===== src/verilog/vid_pkg.sv =====
/*
  Shared widths and payload layouts for the video subsystem.
  Counter widths must cover H_TOTAL and V_TOTAL as set at the top level.
  LINE_WORDS here is the default line length; the top level may override it.
*/
package vid_pkg;

    // ====================
    // RAM port
    // ====================
    localparam int ADDR_W = 12;                 // Word address width of the video RAM
    localparam int DATA_W = 16;                 // Data word width of the video RAM

    typedef logic [ADDR_W-1:0] vram_addr_t;
    typedef logic [DATA_W-1:0] vram_data_t;

    // ====================
    // Timing and line
    // ====================
    localparam int HCNT_W     = 6;              // Holds 0 to 63 pixels per line
    localparam int VCNT_W     = 5;              // Holds 0 to 31 lines per frame
    localparam int LINE_WORDS = 4;              // RAM words fetched per line

    // One scroll entry per RAM word
    typedef struct packed {
        logic [11:0] code;                      // Tile code
        logic [3:0]  pal;                       // Palette select
    } scr_tile_t;

    // One palette entry per RAM word
    typedef struct packed {
        logic [3:0] bright;                     // Brightness applied to all channels
        logic [3:0] red;
        logic [3:0] green;
        logic [3:0] blue;
    } pal_color_t;

endpackage


===== src/verilog/video_timing.sv =====
/*
  Pixel enable and raster counters.
  PXL_DIV must be 2 or more. Counters change on the cycle that pxl_cen is high,
  so pxl_cen, hcount, vcount, hb, vb and line_start always agree in one cycle.
*/
`timescale 1ns/100ps

module video_timing #(
    parameter int H_TOTAL  = 64,
    parameter int H_ACTIVE = 32,
    parameter int V_TOTAL  = 20,
    parameter int V_ACTIVE = 16,
    parameter int PXL_DIV  = 2
) (
    input  logic                      clk,
    input  logic                      arst_n,
    output logic                      pxl_cen,
    output logic                      hb,
    output logic                      vb,
    output logic                      line_start,
    output logic [vid_pkg::HCNT_W-1:0] hcount,
    output logic [vid_pkg::VCNT_W-1:0] vcount
);

    logic [$clog2(PXL_DIV)-1:0] div_cnt;           // Clock divider for the pixel enable
    logic                       cen_next;          // Pixel enable fires on the next edge
    logic                       h_wrap;
    logic                       v_wrap;
    logic [vid_pkg::HCNT_W-1:0] h_next;
    logic [vid_pkg::VCNT_W-1:0] v_next;

    assign cen_next = int'(div_cnt) == PXL_DIV - 1;
    assign h_wrap   = int'(hcount) == H_TOTAL - 1;
    assign v_wrap   = int'(vcount) == V_TOTAL - 1;
    assign h_next   = h_wrap ? '0 : hcount + 1'b1;  // Pixel after the current one
    assign v_next   = !h_wrap ? vcount : (v_wrap ? '0 : vcount + 1'b1);

    always_ff @(posedge clk or negedge arst_n) begin
        if (!arst_n) begin
            div_cnt    <= '0;
            pxl_cen    <= 1'b0;
            line_start <= 1'b0;
            hcount     <= '0;
            vcount     <= '0;
            hb         <= 1'b0;
            vb         <= 1'b0;
        end else begin
            div_cnt    <= cen_next ? '0 : div_cnt + 1'b1;
            pxl_cen    <= cen_next;
            line_start <= cen_next && h_wrap;      // High together with hcount 0
            if (cen_next) begin
                hcount <= h_next;
                vcount <= v_next;
                hb     <= int'(h_next) >= H_ACTIVE; // Blanking follows the new position
                vb     <= int'(v_next) >= V_ACTIVE;
            end
        end
    end

endmodule


===== src/verilog/vram_arbiter.sv =====
/*
  Round-robin arbiter for two four-phase requesters on one RAM read port.
  One read is in flight at a time. The RAM may take any number of cycles;
  vram_ok must be a single-cycle pulse and vram_rdata valid with it.
  A requester must hold addr stable while its req is high.
*/
`timescale 1ns/100ps

module vram_arbiter (
    input  logic                clk,
    input  logic                arst_n,
    input  logic                req_a,
    input  logic                req_b,
    input  vid_pkg::vram_addr_t addr_a,
    input  vid_pkg::vram_addr_t addr_b,
    output logic                ack_a,
    output logic                ack_b,
    output vid_pkg::vram_data_t rdata,
    output vid_pkg::vram_addr_t vram_addr,
    output logic                vram_rd,
    input  vid_pkg::vram_data_t vram_rdata,
    input  logic                vram_ok,
    output logic                contend
);

    typedef enum logic [1:0] {
        ST_IDLE,                                     // Waiting for a request
        ST_READ,                                     // RAM read in progress
        ST_ACK                                       // Ack held until req drops
    } arb_state_t;

    arb_state_t state;
    logic       last_b;                              // Current or previous grant went to b
    logic       pick_b;
    logic       owner_req;

    // b wins when alone or when a was served last
    assign pick_b    = req_b && (!req_a || !last_b);
    assign owner_req = last_b ? req_b : req_a;

    // ====================
    // Control
    // ====================
    always_ff @(posedge clk or negedge arst_n) begin
        if (!arst_n) begin
            state   <= ST_IDLE;
            last_b  <= 1'b1;                         // First contested grant goes to a
            vram_rd <= 1'b0;
            ack_a   <= 1'b0;
            ack_b   <= 1'b0;
            contend <= 1'b0;
        end else begin
            contend <= 1'b0;
            case (state)
                ST_IDLE: if (req_a || req_b) begin
                    last_b  <= pick_b;
                    vram_rd <= 1'b1;
                    contend <= req_a && req_b;       // Other side is left waiting
                    state   <= ST_READ;
                end
                ST_READ: if (vram_ok) begin
                    vram_rd <= 1'b0;
                    ack_a   <= !last_b;
                    ack_b   <= last_b;
                    state   <= ST_ACK;
                end
                ST_ACK: if (!owner_req) begin        // Phase 4 of the handshake
                    ack_a <= 1'b0;
                    ack_b <= 1'b0;
                    state <= ST_IDLE;
                end
                default: state <= ST_IDLE;
            endcase
        end
    end

    // ====================
    // Data path
    // ====================
    always_ff @(posedge clk) begin
        if (state == ST_IDLE && (req_a || req_b)) begin
            vram_addr <= pick_b ? addr_b : addr_a;   // Held for the whole read
        end
        if (state == ST_READ && vram_ok) begin
            rdata <= vram_rdata;                     // Stays valid while ack is high
        end
    end

endmodule


===== src/verilog/line_fetch.sv =====
/*
  Double-buffered line fetcher. On line_start the buffers swap and the words
  for the next line are read into the back buffer through a four-phase port.
  LINE_WORDS and H_ACTIVE/LINE_WORDS must be powers of two, LINE_WORDS >= 2.
  The fetch must end before the next line_start; nothing checks this here.
*/
`timescale 1ns/100ps

module line_fetch #(
    parameter type                 payload_t  = vid_pkg::vram_data_t,
    parameter vid_pkg::vram_addr_t BASE       = '0,
    parameter int                  LINE_WORDS = 4,
    parameter int                  H_ACTIVE   = 32,
    parameter int                  V_TOTAL    = 20
) (
    input  logic                       clk,
    input  logic                       arst_n,
    input  logic                       line_start,
    input  logic [vid_pkg::HCNT_W-1:0] hcount,
    input  logic [vid_pkg::VCNT_W-1:0] vcount,
    output logic                       req,
    output vid_pkg::vram_addr_t        addr,
    input  logic                       ack,
    input  vid_pkg::vram_data_t        rdata,
    output logic                       busy,
    output payload_t                   pixel_word
);

    localparam int IDX_W     = $clog2(LINE_WORDS);
    localparam int PIX_SHIFT = $clog2(H_ACTIVE / LINE_WORDS); // Pixels per word as a shift

    payload_t                   line_buf [2][LINE_WORDS];
    logic                       front;                       // Buffer on screen
    logic [IDX_W-1:0]           fetch_idx;                   // Next word to read
    vid_pkg::vram_addr_t        line_base;
    logic [vid_pkg::VCNT_W-1:0] next_line;
    logic [vid_pkg::HCNT_W-1:0] word_pos;

    assign next_line = (int'(vcount) == V_TOTAL - 1) ? '0 : vcount + 1'b1;
    assign addr      = line_base + vid_pkg::vram_addr_t'(fetch_idx);
    assign word_pos  = hcount >> PIX_SHIFT;

    // The swap lands one edge after line_start, so that cycle reads the back buffer
    assign pixel_word = line_buf[front ^ line_start][word_pos[IDX_W-1:0]];

    // ====================
    // Fetch sequence
    // ====================
    always_ff @(posedge clk or negedge arst_n) begin
        if (!arst_n) begin
            front     <= 1'b0;
            busy      <= 1'b0;
            req       <= 1'b0;
            fetch_idx <= '0;
            line_base <= BASE;
        end else if (line_start) begin
            front     <= !front;
            busy      <= 1'b1;
            fetch_idx <= '0;
            line_base <= BASE + (vid_pkg::vram_addr_t'(next_line) << IDX_W);
        end else if (busy) begin
            if (!req && !ack) begin
                req <= 1'b1;                                  // Previous ack is gone
            end else if (req && ack) begin
                req <= 1'b0;                                  // Word taken this cycle
                if (&fetch_idx) begin
                    busy <= 1'b0;
                end else begin
                    fetch_idx <= fetch_idx + 1'b1;
                end
            end
        end
    end

    // Back buffer write on the acknowledged cycle
    always_ff @(posedge clk) begin
        if (busy && req && ack) begin
            line_buf[!front][fetch_idx] <= payload_t'(rdata);
        end
    end

endmodule


===== src/verilog/pulse_stretch.sv =====
/*
  Holds a short event high for TICKS slow ticks.
  A new event reloads the count, so overlapping events merge into one pulse.
  The output lasts between TICKS-1 and TICKS tick periods plus one clock.
*/
`timescale 1ns/100ps

module pulse_stretch #(
    parameter int TICKS = 3
) (
    input  logic clk,
    input  logic arst_n,
    input  logic tick,
    input  logic pulse_in,
    output logic pulse_out
);

    logic [$clog2(TICKS+1)-1:0] remain;              // Ticks left before the output drops

    assign pulse_out = remain != '0;

    always_ff @(posedge clk or negedge arst_n) begin
        if (!arst_n) begin
            remain <= '0;
        end else if (pulse_in) begin
            remain <= ($clog2(TICKS+1))'(TICKS);      // Load wins over a same-cycle tick
        end else if (tick && pulse_out) begin
            remain <= remain - 1'b1;
        end
    end

endmodule


===== src/verilog/activity_watch.sv =====
/*
  Debug activity monitor. Each event input is edge-detected, stretched over
  STRETCH_TICKS slow ticks (one per four pixels) and ORed into watch.
  Inputs may be levels or pulses; only rising edges count.
*/
`timescale 1ns/100ps

module activity_watch #(
    parameter int STRETCH_TICKS = 3
) (
    input  logic       clk,
    input  logic       arst_n,
    input  logic       pxl_cen,
    input  logic [3:0] events,                       // Scroll busy, palette busy, contend, vb
    output logic       watch
);

    logic [1:0] pxl_cnt;                             // Counts pixel enables
    logic       slow_tick;                           // Every 4th pixel enable
    logic [3:0] events_q;
    logic [3:0] event_rise;
    logic [3:0] stretched;

    assign slow_tick  = pxl_cen && (&pxl_cnt);
    assign event_rise = events & ~events_q;

    always_ff @(posedge clk or negedge arst_n) begin
        if (!arst_n) begin
            pxl_cnt  <= '0;
            events_q <= '0;
            watch    <= 1'b0;
        end else begin
            if (pxl_cen) begin
                pxl_cnt <= pxl_cnt + 1'b1;
            end
            events_q <= events;
            watch    <= |stretched;                  // One cycle after the OR
        end
    end

    // ====================
    // Stretchers
    // ====================
    for (genvar i = 0; i < 4; i++) begin : g_stretch
        pulse_stretch #(
            .TICKS     (STRETCH_TICKS)
        ) u_stretch (
            .clk       (clk),
            .arst_n    (arst_n),
            .tick      (slow_tick),
            .pulse_in  (event_rise[i]),
            .pulse_out (stretched[i])
        );
    end

endmodule


===== src/verilog/video_subsys_top.sv =====
/*
  Video subsystem top. Timing, two line fetchers, RAM arbiter and watcher.
  All timing and line parameters are set here and passed down.
  The first visible line after reset shows stale buffer contents.
*/
`timescale 1ns/100ps

module video_subsys_top #(
    parameter int                  H_TOTAL       = 64,
    parameter int                  H_ACTIVE      = 32,
    parameter int                  V_TOTAL       = 20,
    parameter int                  V_ACTIVE      = 16,
    parameter int                  PXL_DIV       = 2,
    parameter int                  LINE_WORDS    = vid_pkg::LINE_WORDS,
    parameter vid_pkg::vram_addr_t SCR_BASE      = 12'h100,
    parameter vid_pkg::vram_addr_t PAL_BASE      = 12'h800,
    parameter int                  STRETCH_TICKS = 3
) (
    input  logic                       clk,
    input  logic                       arst_n,
    output vid_pkg::vram_addr_t        vram_addr,
    output logic                       vram_rd,
    input  vid_pkg::vram_data_t        vram_rdata,
    input  logic                       vram_ok,
    output logic                       pxl_cen,
    output logic                       hb,
    output logic                       vb,
    output logic [vid_pkg::HCNT_W-1:0] hcount,
    output logic [vid_pkg::VCNT_W-1:0] vcount,
    output vid_pkg::scr_tile_t         scr_word,
    output vid_pkg::pal_color_t        pal_word,
    output logic                       watch
);

    logic                line_start;
    logic                req_scr,  ack_scr,  busy_scr;
    logic                req_pal,  ack_pal,  busy_pal;
    vid_pkg::vram_addr_t addr_scr, addr_pal;
    vid_pkg::vram_data_t rdata;                      // Shared by both fetchers
    logic                contend;

    video_timing #(
        .H_TOTAL (H_TOTAL), .H_ACTIVE (H_ACTIVE),
        .V_TOTAL (V_TOTAL), .V_ACTIVE (V_ACTIVE), .PXL_DIV (PXL_DIV)
    ) u_timing (
        .clk (clk), .arst_n (arst_n), .pxl_cen (pxl_cen), .hb (hb), .vb (vb),
        .line_start (line_start), .hcount (hcount), .vcount (vcount)
    );

    // ====================
    // Line fetchers
    // ====================
    line_fetch #(
        .payload_t (vid_pkg::scr_tile_t), .BASE (SCR_BASE),
        .LINE_WORDS (LINE_WORDS), .H_ACTIVE (H_ACTIVE), .V_TOTAL (V_TOTAL)
    ) u_fetch_scr (
        .clk (clk), .arst_n (arst_n), .line_start (line_start),
        .hcount (hcount), .vcount (vcount), .req (req_scr), .addr (addr_scr),
        .ack (ack_scr), .rdata (rdata), .busy (busy_scr), .pixel_word (scr_word)
    );

    line_fetch #(
        .payload_t (vid_pkg::pal_color_t), .BASE (PAL_BASE),
        .LINE_WORDS (LINE_WORDS), .H_ACTIVE (H_ACTIVE), .V_TOTAL (V_TOTAL)
    ) u_fetch_pal (
        .clk (clk), .arst_n (arst_n), .line_start (line_start),
        .hcount (hcount), .vcount (vcount), .req (req_pal), .addr (addr_pal),
        .ack (ack_pal), .rdata (rdata), .busy (busy_pal), .pixel_word (pal_word)
    );

    vram_arbiter u_arbiter (
        .clk (clk), .arst_n (arst_n),
        .req_a (req_scr), .req_b (req_pal), .addr_a (addr_scr), .addr_b (addr_pal),
        .ack_a (ack_scr), .ack_b (ack_pal), .rdata (rdata),
        .vram_addr (vram_addr), .vram_rd (vram_rd),
        .vram_rdata (vram_rdata), .vram_ok (vram_ok), .contend (contend)
    );

    // ====================
    // Debug watch
    // ====================
    activity_watch #(
        .STRETCH_TICKS (STRETCH_TICKS)
    ) u_watch (
        .clk (clk), .arst_n (arst_n), .pxl_cen (pxl_cen),
        .events ({vb, contend, busy_pal, busy_scr}),  // Bit 0 is the scroll fetcher
        .watch (watch)
    );

endmodule


===== config.mk =====
export PLATFORM = sky130hd
export DESIGN_NAME = video_subsys_top
export DESIGN_NICKNAME = d
export VERILOG_FILES = /design/src/verilog/vid_pkg.sv /design/src/verilog/video_timing.sv /design/src/verilog/vram_arbiter.sv /design/src/verilog/line_fetch.sv /design/src/verilog/pulse_stretch.sv /design/src/verilog/activity_watch.sv /design/src/verilog/video_subsys_top.sv
export SDC_FILE = /design/constraint.sdc
export NUM_CORES = 1
export LEC_CHECK = 0
export BUFFER_PORTS_ARGS = -buffer_cell sky130_fd_sc_hd__buf_2
export CAP_MARGIN = 20
export CORE_MARGIN = 8
export CORE_UTILIZATION = 56
export CTS_CLUSTER_SIZE = 10
export DETAILED_ROUTE_END_ITERATION = 7
export PLACE_DENSITY = 0.8
export SKIP_CTS_REPAIR_TIMING = 1
export SLEW_MARGIN = 20
export SYNTH_ARGS = -nofsm -noshare
export SYNTH_HDL_FRONTEND = slang
export SYNTH_HIERARCHICAL = 1
export SYNTH_SLANG_ARGS = --single-unit

===== constraint.sdc =====
create_clock -name clk -period 1.5 [get_ports clk]
set_input_delay 0.075 -clock clk [delete_from_list [all_inputs] [get_ports clk]]
set_output_delay 0.075 -clock clk [all_outputs]
set_load 0.02 [all_outputs]

[Yosys cells after proc, flatten, opt, wreduce, memory -nomap -nowiden]
Memory sizes are Yosys's and may differ from the RTL's.
Cells that the tools add are included.
Word-level totals
  register bits after elaboration: 100
  memory bits (writable): 256
  input bits: 19
  word-level logic and storage cells: 198
  memories: 2
Cells by class
  add/sub/neg operators: 14
  order comparisons: 7
  eq/ne operators: 11
  mux-type cells: 66
  bitwise gates (word level): 8
  reductions and logical operators: 58
Memories
  u_fetch_pal.line_buf: words 2, width 64, read ports 1, clocked after memory_dff 0, wr ports 1, RTL line line_fetch.sv:32  | payload_t line_buf [2][LINE_WORDS];
  u_fetch_scr.line_buf: words 2, width 64, read ports 1, clocked after memory_dff 0, wr ports 1, RTL line line_fetch.sv:32
Operators with widths (number)
  $mux W64: 2
  $mux W16: 6
  $bmux W16 S2: 2
  $demux W16 S2: 2
  $mux W2: 21
  $reduce_bool A2 Y1: 16
  $mux W1: 25
  $add A12 B2 Y12: 2
  $logic_and A1 B1 Y1: 20
  $reduce_and A3 Y1: 5
  $ne A2 B2 Y1 const B: 7
  $add A12 B7 Y12 const A: 1
  $mux W12: 1
  $add A9 B7 Y10 const A: 1
  $mux W5: 2
  $ge A3 B3 Y1 const B: 3
  $not A2 Y3: 3
  $reduce_and A2 Y1: 4
  $reduce_and A4 Y1: 2
  $sub A2 B1 Y2 const B: 4
  $logic_not A1 Y1: 7
  $add A2 B1 Y2 const B: 3
  $add A6 B1 Y6 const B: 1
  $eq A6 B1 Y1 const B: 1
  18 further kinds: 23

[Longest topological paths before layout]
  word-level depth: 6
  gate-level depth with buffers: 5

[Cells and area by module]
The synthesis kept the hierarchy.
By module, submodules not included
  line_fetch: times used 2, cells an instance 444, area an instance 6389.9 µm², seq. area each 4093.9 µm²
  vram_arbiter: times used 1, cells an instance 72, area an instance 1317.5 µm², seq. area each 1017.2 µm²
  video_timing: times used 1, cells an instance 63, area an instance 706.9 µm², seq. area each 375.4 µm²
  pulse_stretch: times used 4, cells an instance 13, area an instance 123.9 µm², seq. area each 50.0 µm²
  activity_watch: times used 1, cells an instance 16, area an instance 246.5 µm², seq. area each 175.2 µm²

[Least setup slack after synthesis]
No wires, ideal clock.
  path type: reg2out
  from: register u_timing/hcount[3] (netlist name)
  to: output port scr_word[10] (netlist name)
  arrival: 1.606 ns
  path slack: -0.181 ns
  stages on the path, launching flop included: 6
  buffers on the path: 2
  path through: dfrtp_1 > buf_2 > clkbuf_1 > nor3_1 > mux2i_1 > and4b_1
RTL lines
  start, declared: RTL line video_timing.sv:21  | output logic [vid_pkg::HCNT_W-1:0] hcount,
  start signal, assigned: RTL line video_timing.sv:52  | hcount <= h_next;
  end, declared: RTL line video_subsys_top.sv:30  | output vid_pkg::scr_tile_t scr_word,

==> key figures <==
Status
  • Result of the run: finished with violations
  • Failing checks: negative setup slack

Logic synthesis
  • Count of flip-flops with a built-in enable after synthesis: ~280
  • Ys flop type: sky130_fd_sc_hd__edfxtp_1
  • Total of warnings raised by yosys: 6
  • Synth top area cells: sky130_fd_sc_hd__edfxtp_1 55%, sky130_fd_sc_hd__dfrtp_1 9.0%, sky130_fd_sc_hd__mux2i_1 8.4%
  • Cell taking the most area after synthesis: sky130_fd_sc_hd__edfxtp_1
  • Top-area cell type share of the netlist area: 0.549
  • Syn_area_per_cell: around 14 µm²
  • Library cells used by synthesis: 52
  • Cells after Synth: roughly 1.1k
  • Part of the Yosys area used for sequential elements: 0.640
  • Fraction of registers with async set/reset: 0.167
  • Post-synthesis instance area: about 16000 µm²
  • Total of flip-flops plus latches after synthesis: ~340

Run
  • Reported max-cap violation count: 0

Worst hold path
  • Worst hold path class: primary input to async pin

Pwr
  • Proportion of power drawn by the clock network: 0.450
  • Combinational cell fraction of total power: 0.007
  • Internal Power: 15.2 mW
  • Peak VDD IR: about 1000 µV
  • Fraction of power spent switching nets: 0.187
  • Total chip power: around 19 mW
  • Net load switching power: approximately 3.5 mW
  • Total leakage power: 7.59 nW
  • Power density relative to cell area: about 990 nW/µm²
  • Sequential power share: 0.543

Die
  • Core region area: ~28000 µm²
  • Starting density of the core: 0.564
  • Die width: 183 µm
  • Die area: 33300 µm²
  • I/O pin count: 79
  • Floorplan row count: 61
  • Die span in y: around 180 µm

Setup path
  • Logic depth of the worst setup path including buffers: 6
  • Worst setup path end: scr_word[13]
  • Cell Chain, Critical Path: buf_12 > clkbuf_16 > nor3b_1 > mux2i_1 > and4b_2 > buf_4
  • Total buffers and inverters traversed by the critical path: 3
  • CP top delay family: flip-flops
  • Reg-to-reg setup timing slack: -0.15 ns
  • Endpoint kind of the worst setup timing path: primary output
  • Startpoint type of the worst setup path: register
  • Peak fanout along the critical path: 13
  • Data required, critical path: 1.42 ns
  • CP max stage cell: sky130_fd_sc_hd__dfrtp_4
  • Data arrival, critical path: 2.29 ns
  • Largest incremental delay on the critical path: ~0.57 ns
  • Depth of the worst register-to-register path: 6
  • Origin of the critical flop-to-flop path: u_timing/hcount[3]
  • Launching instance or port of the critical path: u_timing/hcount[3]
  • Start-to-end type of the worst setup path: register to primary output

Global routing
  • Overflow after GRT: 0
  • Largest net degree at the start of global routing: between 70 and 80
  • Via count of the first global-routing pass: about 9.5k
  • Global-route wire length before repair: 51400 µm
  • Overall routing resource usage: 0.195
  • Number of antenna violations at the first check in global routing: 3

Clock network
  • Clock latency reported for the late side of the worst-skew pair: approximately 0.52 ns
  • Number of clock buffers inserted by TritonCTS: 40
  • Root Buffer: sky130_fd_sc_hd__clkbuf_16
  • Clock net sink count: roughly 340
  • CTS H-Tree Depth: 2
  • Clock transition at path regs: around 0.06 ns
  • Number of buffers between clock root and the deepest sink: 3
  • Clock tree from TritonCTS: yes

Place
  • HPWL Detailed: about 20000 µm
  • Post-placement cell count: between 1.5k and 2k
  • Pre-CTS setup slack: -0.272 ns
  • Cell Area, Placed: 17100 µm²
  • Port-buffer cells: between 70 and 80
  • Final GP Congestion: around 0.82

Timing
  • Top achievable clock speed: between 0.4 and 0.5 GHz
  • Least setup slack across all paths after layout: -0.863 ns
  • RSZ-0062 raised after global routing: yes
  • Setup violation total in the final timing report: 39
  • Worst clock skew on the final layout: ~0.021 ns
  • Worst rel slew slack: 0.515
  • Total negative slack: -24.27 ns
  • Final count of pins violating max slew: 0
  • Final hold slack: between 0.1 and 0.15 ns
  • Final period demand of the worst path: roughly 2.4 ns
  • Fin. Hold Viols: 0
  • Fin crit share: 1.58
  • Transition time at the pin with the least slew margin: 0.728 ns

Finish
  • Share of cells above drive strength 1: 0.257
  • Non-Filler Instances: approximately 1.6k
  • Final-stage net count: about 1.3k
  • Most common library cell in the layout ignoring fill and taps: sky130_fd_sc_hd__edfxtp_1
  • Commonest cells after routing, fill and taps aside: 284 x sky130_fd_sc_hd__edfxtp_1, 124 x sky130_fd_sc_hd__mux2i_1, 124 x sky130_fd_sc_hd__nor3b_1
  • Layout-stage area growth over the synthesis result: 21.4%
  • Post-layout instance area: 18900 µm²
  • Utilization after layout: 0.685

Routing
  • Number of routed nets with antenna violations: 0
  • Final wirelength: 34100 µm
  • Average wire per standard cell: 20.8 µm
  • Via density per instance: slightly below 6
  • Length of the first detailed-routing pass in iterations: 5
  • DRC marker count from the first detailed-route iteration: 856
  • DRC violation count after routing: 0
  • Number of vias in the routed layout: around 9.5k
==> power by group through the flow <==
stage | logic (mW) | clock network (mW) | registers, mW
finish | 0.127 | 8.42 | 10.2
global placement | 0.0827 | 0 | 10.3
CTS | 0.0859 | 8.56 | 10.1
global route | 0.137 | 8.95 | 10.1
detailed placement | 0.0848 | 0 | 10.3
floorplan | 0.0294 | 0 | 10.3
==> state kept, by name (all words and copies together) (netlist names), 2 cells and up, named ones only <==
signal                              flops
u_fetch_pal/line_base                   5
u_arbiter/vram_addr                    12
u_watch/g_stretch.u_stretch/remain      8
u_fetch_pal/line_buf                  128
u_fetch_scr/line_buf                  128
u_fetch_scr/fetch_idx                   2
u_arbiter/rdata                        16
u_watch/pxl_cnt                         2
u_watch/events_q                        4
u_timing/hcount                         6
u_fetch_pal/fetch_idx                   2
u_fetch_scr/line_base                   5
u_arbiter/state                         2
==> synth_stat cells (5+ instances only) <==
| master | number |
|---|---|
| sky130_fd_sc_hd__nor2_1 | 29 |
| sky130_fd_sc_hd__and4b_1 | 32 |
| sky130_fd_sc_hd__inv_1 | 35 |
| sky130_fd_sc_hd__buf_6 | 11 |
| sky130_fd_sc_hd__buf_2 | 9 |
| sky130_fd_sc_hd__xnor2_1 | 6 |
| sky130_fd_sc_hd__dfrtp_1 | 56 |
| sky130_fd_sc_hd__clkbuf_1 | 49 |
| sky130_fd_sc_hd__buf_4 | 11 |
| sky130_fd_sc_hd__nor3b_1 | 130 |
| sky130_fd_sc_hd__and4bb_1 | 8 |
| sky130_fd_sc_hd__ha_1 | 21 |
| sky130_fd_sc_hd__nand3_1 | 9 |
| sky130_fd_sc_hd__a21oi_1 | 13 |
| sky130_fd_sc_hd__nor3_1 | 65 |
| sky130_fd_sc_hd__nand2_1 | 9 |
| sky130_fd_sc_hd__xor2_1 | 5 |
| sky130_fd_sc_hd__and2_1 | 18 |
| sky130_fd_sc_hd__a31oi_1 | 10 |
| sky130_fd_sc_hd__mux2_2 | 16 |
| sky130_fd_sc_hd__nand3b_1 | 69 |
| sky130_fd_sc_hd__mux2i_1 | 131 |
| sky130_fd_sc_hd__nor2b_1 | 8 |
| sky130_fd_sc_hd__o21ai_0 | 10 |
| sky130_fd_sc_hd__edfxtp_1 | 284 |
==> cell families (layout without fill, tap and decap cells) <==
kind of cell | after synthesis | count (layout) | synth area share
compound gates | 45 | 45 | 0.0177
xor+xnor | 11 | 11 | 0.00620
fa+ha+maj | 21 | 21 | 0.0169
buf+inv | 120 | 284 | 0.0402
flops | 341 | 341 | 0.640
mux | 151 | 151 | 0.0998
other cells | 4 | 11 | 0.000966
simple gates | 398 | 398 | 0.178
==> cell type report <==
type	count	area (µm²)
Antenna cell	1	2.50
Clock buffer	54	1080
Clock inverter	4	26.3
Fill cell	1783	8680
Inverter	35	131
Multi-Input combinational cell	636	5240
Sequential cell	341	9970
Tap cell	378	473
Timing Repair Buffer	191	1950
==> how the worst min path moves through the flow <==
| stage | to | slack [ns] | cells past startpoint | from |
|---|---|---|---|---|
| 2_1_floorplan | u_arbiter/ack_a | -0.22 | 0 | arst_n |
| 3_3_place_gp | u_fetch_scr/line_base[3] | 0.17 | 1 | arst_n |
| 3_5_place_dp | u_fetch_scr/line_base[3] | 0.17 | 1 | arst_n |
| 4_1_cts | u_fetch_scr/line_base[3] | -0.39 | 1 | arst_n |
| 5_1_grt | u_fetch_scr/line_base[3] | 0.18 | 2 | arst_n |
| 6_report | u_fetch_scr/line_base[3] | 0.14 | 2 | arst_n |
==> layer usage <==
layer | vias up | wire [µm] | global-route usage | part of all wire
met4 | 4 | 721 | 0.0574 | 0.021
met3 | 69 | 2000 | 0.0364 | 0.058
li1 | 4405 | - | - | -
met1 | 4742 | 14100 | 0.249 | 0.41
met5 | - | 20 | 0 | 0.00059
met2 | 326 | 17200 | 0.334 | 0.51
No activity file was read; power rests on OpenSTA's default activity.
